--- src/include/dsp_tx_macros.svh ---
//------------------------------------------------------------
// frontend width must be 16 or more, samples sit in the top bits
// settings addresses are shared by all blocks on one bus
//------------------------------------------------------------
`ifndef DSP_TX_MACROS_SVH
`define DSP_TX_MACROS_SVH

// frontend bus width, default for every WIDTH parameter
`define DSP_TX_FE_WIDTH 24

// settings bus addresses
`define SR_DUC_RATE 8'd0
`define SR_DUC_ROT 8'd1
`define SR_CUSTOM_GAIN 8'd2

// interpolation rate after reset, 0 also behaves as 1
`define DUC_RATE_RESET 8'd1

// rotation after reset, no turn
`define DUC_ROT_RESET 2'd0

// gain is unsigned Q2.14
`define GAIN_FRAC_BITS 14

// 1.0 in Q2.14
`define CUSTOM_GAIN_UNITY 16'd16384

`endif

--- src/verilog/dsp_tx_pkg.sv ---
//------------------------------------------------------------
// types shared by the tx core, its slot and its DUC
// samples are packed {I,Q}, I in the upper half
//------------------------------------------------------------
`default_nettype none

package dsp_tx_pkg;

    // packed baseband sample {I16,Q16}
    typedef logic [31:0] sample_t;

    // one signed sample component
    typedef logic signed [15:0] iq_comp_t;

    // settings bus fields
    typedef logic [7:0] set_addr_t;
    typedef logic [31:0] set_data_t;

    // interpolation rate, 0 is treated as 1
    typedef logic [7:0] interp_rate_t;

    // unsigned Q2.14 gain, max just under 4.0
    typedef logic [15:0] gain_t;

    // rotation in quarter turns
    typedef logic [1:0] rot_t;

endpackage

`default_nettype wire

--- src/verilog/custom_dsp_tx.sv ---
//------------------------------------------------------------
// user DSP slot around the DUC, pre-DUC gain is the only
// processing, frontend and strobe paths pass straight through
// gain product is saturated to the signed 16-bit range
//------------------------------------------------------------
`default_nettype none
`timescale 1ns/1ns
`include "dsp_tx_macros.svh"

module custom_dsp_tx
    import dsp_tx_pkg::*;
#(
    // frontend bus width
    parameter int WIDTH = `DSP_TX_FE_WIDTH
) (
    input  wire logic             clock,
    input  wire logic             rst_n,
    input  wire logic             enable,
    // settings bus
    input  wire logic             set_stb,
    input  wire set_addr_t        set_addr,
    input  wire set_data_t        set_data,
    // full rate to the TX frontend
    output      logic [WIDTH-1:0] frontend_i,
    output      logic [WIDTH-1:0] frontend_q,
    // full rate from the DUC
    input  wire logic [WIDTH-1:0] duc_out_i,
    input  wire logic [WIDTH-1:0] duc_out_q,
    // strobed samples towards the DUC
    output      sample_t          duc_in_sample,
    input  wire logic             duc_in_strobe,
    // strobed baseband samples from the source
    input  wire sample_t          bb_sample,
    output      logic             bb_strobe
);

    gain_t    gain_reg;
    iq_comp_t bb_i;
    iq_comp_t bb_q;

    // component times Q2.14 gain, clipped to 16 bits
    function automatic iq_comp_t apply_gain(input iq_comp_t x, input gain_t g);
        logic signed [32:0] prod;
        logic signed [32:0] scaled;
        prod = x * $signed({1'b0, g});
        // arithmetic shift floors towards minus infinity
        scaled = prod >>> `GAIN_FRAC_BITS;
        if (scaled > 33'sd32767) begin
            return 16'sh7FFF;
        end else if (scaled < -33'sd32768) begin
            return 16'sh8000;
        end
        return iq_comp_t'(scaled);
    endfunction

    // gain register, low half of the settings word
    always_ff @(posedge clock) begin
        if (!rst_n) begin
            gain_reg <= `CUSTOM_GAIN_UNITY;
        end else if (set_stb && set_addr == `SR_CUSTOM_GAIN) begin
            gain_reg <= set_data[15:0];
        end
    end

    assign bb_i = bb_sample[31:16];
    assign bb_q = bb_sample[15:0];

    // combinational, sample is taken by the DUC on its own strobe
    assign duc_in_sample = {apply_gain(bb_i, gain_reg), apply_gain(bb_q, gain_reg)};

    // consumer strobe is the back-pressure towards the source
    assign bb_strobe = duc_in_strobe && enable;

    // no post-DUC processing
    assign frontend_i = duc_out_i;
    assign frontend_q = duc_out_q;

endmodule

`default_nettype wire

--- src/verilog/duc_chain.sv ---
//------------------------------------------------------------
// zero-order-hold interpolator with quarter-turn rotation
// strobe starts one cycle after enable, never waits on the source
// WIDTH must be 16 or more, low output bits are zero
//------------------------------------------------------------
`default_nettype none
`timescale 1ns/1ns
`include "dsp_tx_macros.svh"

module duc_chain
    import dsp_tx_pkg::*;
#(
    // frontend bus width
    parameter int WIDTH = `DSP_TX_FE_WIDTH
) (
    input  wire logic             clock,
    input  wire logic             rst_n,
    input  wire logic             enable,
    // settings bus
    input  wire logic             set_stb,
    input  wire set_addr_t        set_addr,
    input  wire set_data_t        set_data,
    // strobed input sample and its strobe
    input  wire sample_t          duc_in_sample,
    output      logic             duc_in_strobe,
    // full rate output, held between strobes
    output      logic [WIDTH-1:0] duc_out_i,
    output      logic [WIDTH-1:0] duc_out_q
);

    interp_rate_t rate_reg;
    interp_rate_t rate_eff;
    rot_t         rot_reg;
    interp_rate_t cnt;
    logic         running;
    iq_comp_t     in_i;
    iq_comp_t     in_q;
    iq_comp_t     rot_i;
    iq_comp_t     rot_q;

    // negate with the one overflow case clipped
    function automatic iq_comp_t neg_sat(input iq_comp_t x);
        if (x == 16'sh8000) begin
            return 16'sh7FFF;
        end
        return -x;
    endfunction

    // sign-extend then push the component to the top 16 bits
    function automatic logic [WIDTH-1:0] widen(input iq_comp_t x);
        logic signed [WIDTH-1:0] ext;
        ext = WIDTH'(x);
        return ext << (WIDTH - 16);
    endfunction

    // rate and rotation registers
    always_ff @(posedge clock) begin
        if (!rst_n) begin
            rate_reg <= `DUC_RATE_RESET;
            rot_reg  <= `DUC_ROT_RESET;
        end else if (set_stb) begin
            if (set_addr == `SR_DUC_RATE) begin
                rate_reg <= set_data[7:0];
            end
            if (set_addr == `SR_DUC_ROT) begin
                rot_reg <= set_data[1:0];
            end
        end
    end

    assign rate_eff = (rate_reg == '0) ? interp_rate_t'(1) : rate_reg;

    // running goes high at the first edge with enable seen,
    // so the first strobe lands in the following cycle
    assign duc_in_strobe = enable && running && (cnt == '0);

    // down-counter, reloaded on each strobe so a new rate
    // only shows up from the next strobe on
    always_ff @(posedge clock) begin
        if (!rst_n) begin
            cnt     <= '0;
            running <= 1'b0;
        end else if (!enable) begin
            cnt     <= '0;
            running <= 1'b0;
        end else begin
            running <= 1'b1;
            if (duc_in_strobe) begin
                cnt <= rate_eff - interp_rate_t'(1);
            end else if (cnt != '0) begin
                cnt <= cnt - interp_rate_t'(1);
            end
        end
    end

    assign in_i = duc_in_sample[31:16];
    assign in_q = duc_in_sample[15:0];

    // multiply by j^rot
    always_comb begin
        case (rot_reg)
            2'd1: begin
                rot_i = neg_sat(in_q);
                rot_q = in_i;
            end
            2'd2: begin
                rot_i = neg_sat(in_i);
                rot_q = neg_sat(in_q);
            end
            2'd3: begin
                rot_i = in_q;
                rot_q = neg_sat(in_i);
            end
            default: begin
                rot_i = in_i;
                rot_q = in_q;
            end
        endcase
    end

    // zero-order hold, updated only at the end of a strobe cycle
    always_ff @(posedge clock) begin
        if (!rst_n) begin
            duc_out_i <= '0;
            duc_out_q <= '0;
        end else if (duc_in_strobe) begin
            duc_out_i <= widen(rot_i);
            duc_out_q <= widen(rot_q);
        end
    end

endmodule

`default_nettype wire

--- src/verilog/dsp_tx_core.sv ---
//------------------------------------------------------------
// tx DSP top, custom slot wrapped around the DUC
// source must present the next sample by the next bb_strobe
// settings writes are single-cycle strobes, no handshake
//------------------------------------------------------------
`default_nettype none
`timescale 1ns/1ns
`include "dsp_tx_macros.svh"

module dsp_tx_core
    import dsp_tx_pkg::*;
#(
    // frontend bus width
    parameter int WIDTH = `DSP_TX_FE_WIDTH
) (
    input  wire logic             clock,
    input  wire logic             rst_n,
    input  wire logic             enable,
    // settings bus, decoded by both blocks
    input  wire logic             set_stb,
    input  wire set_addr_t        set_addr,
    input  wire set_data_t        set_data,
    // baseband side
    input  wire sample_t          bb_sample,
    output      logic             bb_strobe,
    // frontend side, full rate
    output      logic [WIDTH-1:0] frontend_i,
    output      logic [WIDTH-1:0] frontend_q
);

    // slot to DUC
    sample_t          duc_in_sample;
    // DUC to slot
    logic             duc_in_strobe;
    logic [WIDTH-1:0] duc_out_i;
    logic [WIDTH-1:0] duc_out_q;

    custom_dsp_tx #(
        .WIDTH(WIDTH)
    ) u_custom_dsp_tx (
        .clock        (clock),
        .rst_n        (rst_n),
        .enable       (enable),
        .set_stb      (set_stb),
        .set_addr     (set_addr),
        .set_data     (set_data),
        .frontend_i   (frontend_i),
        .frontend_q   (frontend_q),
        .duc_out_i    (duc_out_i),
        .duc_out_q    (duc_out_q),
        .duc_in_sample(duc_in_sample),
        .duc_in_strobe(duc_in_strobe),
        .bb_sample    (bb_sample),
        .bb_strobe    (bb_strobe)
    );

    duc_chain #(
        .WIDTH(WIDTH)
    ) u_duc_chain (
        .clock        (clock),
        .rst_n        (rst_n),
        .enable       (enable),
        .set_stb      (set_stb),
        .set_addr     (set_addr),
        .set_data     (set_data),
        .duc_in_sample(duc_in_sample),
        .duc_in_strobe(duc_in_strobe),
        .duc_out_i    (duc_out_i),
        .duc_out_q    (duc_out_q)
    );

endmodule

`default_nettype wire

--- config.mk ---
export PLATFORM = sky130hd
export DESIGN_NAME = dsp_tx_core
export DESIGN_NICKNAME = d
export VERILOG_FILES = /design/src/verilog/dsp_tx_pkg.sv /design/src/verilog/custom_dsp_tx.sv /design/src/verilog/duc_chain.sv /design/src/verilog/dsp_tx_core.sv
export VERILOG_INCLUDE_DIRS = /design/src /design/src/include
export SDC_FILE = /design/constraint.sdc
export NUM_CORES = 1
export LEC_CHECK = 0
export BUFFER_PORTS_ARGS = -buffer_cell sky130_fd_sc_hd__buf_2
export CORE_UTILIZATION = 40
export CTS_CLUSTER_DIAMETER = 200
export DETAILED_ROUTE_END_ITERATION = 12
export SLEW_MARGIN = 30
export SYNTH_ARGS = -nofsm -noshare
export SYNTH_HDL_FRONTEND = slang
export SYNTH_HIERARCHICAL = 1
export SYNTH_SLANG_ARGS = --single-unit
--- constraint.sdc ---
create_clock -name clock -period 8.5 [get_ports clock]
set_input_delay 0.425 -clock clock [delete_from_list [all_inputs] [get_ports clock]]
set_output_delay 0.425 -clock clock [all_outputs]
set_load 0.01 [all_outputs]
==> flow_summary.toml <==
[layout]
layout_common_cells = "497 x inv_1, 386 x fa_1, 338 x nand2_1"
layout_commonest_cell = "inv_1"
syn_to_final_growth_pct = 7.71
finish.instance_area_um2 = 24300
nets = 3398
layout-drive-gt1-share_pct = 10.6
antenna-diode-count = 0
fin_cells = 3448

[die]
start_util_pct = 40.7
die_x_um = 239
fp.dieArea_um2 = 57300
row_count = 86
core-area_um2 = 55400
fp.dieH_um = 239
io-pin-count = 125

[detailed_routing]
drt_pass1_iterations = 5
wl_per_cell_um = 17.5
drt-total-wl_um = 60300
drc = 0
ant_nets = 0
drt_iter0_drc = 1076
via_count = 18000
avgViaCountPerCell = 5.23

[setup_path]
arrival_ns = 8.45
crit_path_top_delay_cell = "mux4_2"
cp.depth = 30
worstPathMaxFanout = 22
max_stage_delay_ns = 0.54
cpLargestDelayFamily = "adder cells"
critPathRequiredTime_ns = 8.73
startpoint = "u_custom_dsp_tx/gain_reg[3]"
crit_top_cell = "fa_1"
end_kind = "register"
path_buf_inv = 7
start_kind = "register"
ff2ff_path_depth = 30
r2r_start = "u_custom_dsp_tx/gain_reg[3]"
crit_type = "reg -> reg"

[logic_synthesis]
syn_area_um2 = 22500
synth_area_leaders = "fa_1 34%, ha_1 13%, inv_1 8.3%"
seq_area_frac_synth_pct = 5.95
yosys_warnings = 6
synthDistinctLibCells = 98
syn_inst = 2668
synth_top_area_share_pct = 34.3
postSynthAreaPerCell_um2 = 8.45
synth_edf_count = 0
synth_area_leader_cell = "fa_1"
ys_ff_latch = 67
ys.flop_type = "dfxtp_1"
synthArstFlopShare_pct = 0

[place]
placed_cells = 3425
dp_hpwl_um = 48700
port_buffers = 92
place_area_um2 = 23800
gp_congestion = 0.908

[worst_hold_path]
hold_path.startpoint = "set_data[7]"
hp-class = "in -> reg"
hold_depth = 3

[sta]
rsz0062_at_grt = "false"
fmax_mhz = 122
tns_ns = 0
post-route-min-period_ns = 8.21
slew_violations = 0
period_share_pct = 96.6
hold_viol = 0
setup_viol = 0
tightest_slew_ns = 0.908
max-slew-margin-rel_pct = 39.3
skew_ns = 0.00727

[cts]
clk_latency_ns = 0.35
clk_path_buf_depth = 2
cts_buffers = 9
cts_max_level = 3
clock_sinks = 67
cts_tree = "done"
clk_pin_slew_worst_paths_ns = 0.06
ctsRootBufferMaster = "clkbuf_16"

[power]
power.density_nw_per_um2 = 72.5
peakVddDrop_uv = 98.2
p_leak_nw = 12.2

[grt]
overflow = 0
grt_usage_pct = 22.2
grt_start_max_net_pins = 67
grt_pass1_vias = 19400
grt_pass1_wl_um = 102000
antenna_found_initial = 1

[status]
status = "completed"

[run]
max_cap_violations = 0
==> metal layers <==
metal  vias up  part of all wire [%]  GRT usage (%)
met4         2                   1.7           4.70
met2       489                    47           36.7
met1      9113                    46           30.8
li1       8370                     -              -
met5         -                 0.022              0
met3        57                   5.5           2.97
==> through the flow <==
step                      total power, W  util, %  worst slack, ns  hold WS, ns
after detailed placement         0.00133     43.0            0.104        0.440
after global placement           0.00132     42.9            0.156        0.440
after floorplan                  0.00105        -            0.599        0.417
after global routing             0.00189     43.8          0.00697        0.346
after CTS                        0.00176     43.5            0.101        0.345
final                            0.00176     43.8            0.287        0.353
==> cell usage after synthesis (all sizes together) (31+ instances only) <==
cell type and instances:
nand3 37, dfxtp 67, buf 90, a21o 31, a21oi 88, ha 241
inv 497, xnor2 44, clkbuf 110, o21ai 79, and2 233, mux2i 38
nor2 76, fa 386, nand2 339
==> worst paths after layout <==
kind / endpoint / slack (ns)
setup / recovery: u_duc_chain/duc_out_q[18] / 0.29
hold / removal: u_duc_chain/rate_reg[7] / 0.35
setup reg to reg: u_duc_chain/duc_out_q[18] / 0.29
hold reg to reg: u_duc_chain/duc_out_q[21] / 0.45
==> worst reg2reg max path: cells and delay by family, from the launching register on <==
family,cells,cell delay [ns]
simple gates,8,1.65
mux,1,0.54
compound gates,6,1.32
buf+inv,7,0.71
flops,1,0.33
fa+ha+maj,8,3.57
==> final cells by class <==
type	instances	area, µm²
fill	5509	31100
multi-input combinational	1918	18400
inverter	498	1870
timing repair buffer	201	1400
sequential	67	1350
tap	748	936
clock buffer	9	225
clock inverter	7	101
==> timing repair <==
| action | in CTS | in global routing |
|---|---|---|
| setup buffers | 0 | 6 |
| hold buffers | 0 | 0 |
| resized for setup | 0 | 18 |
| endpoints found under the hold margin | 0 | 0 |
| endpoints found under the setup margin | 0 | 31 |
==> power by group <==
group	switching [W]	total [W]	internal, W	leakage, nW
Clock	0.000154	0.000413	0.000259	0.152
Combinational	0.000599	0.000977	0.000379	11.5
Sequential	0.0000237	0.000369	0.000346	0.545
==> cells by family after synthesis <==
| logic type | Yosys count | synth area share (%) |
|---|---|---|
| other cells | 1 | 0.0166 |
| xor+xnor | 62 | 2.51 |
| flops | 67 | 5.95 |
| simple gates | 829 | 18.6 |
| fa+ha+maj | 627 | 47.7 |
| mux | 42 | 1.94 |
| compound gates | 342 | 10.3 |
| buf+inv | 698 | 13.0 |
Note: power is estimated with default switching activity, not from simulation.
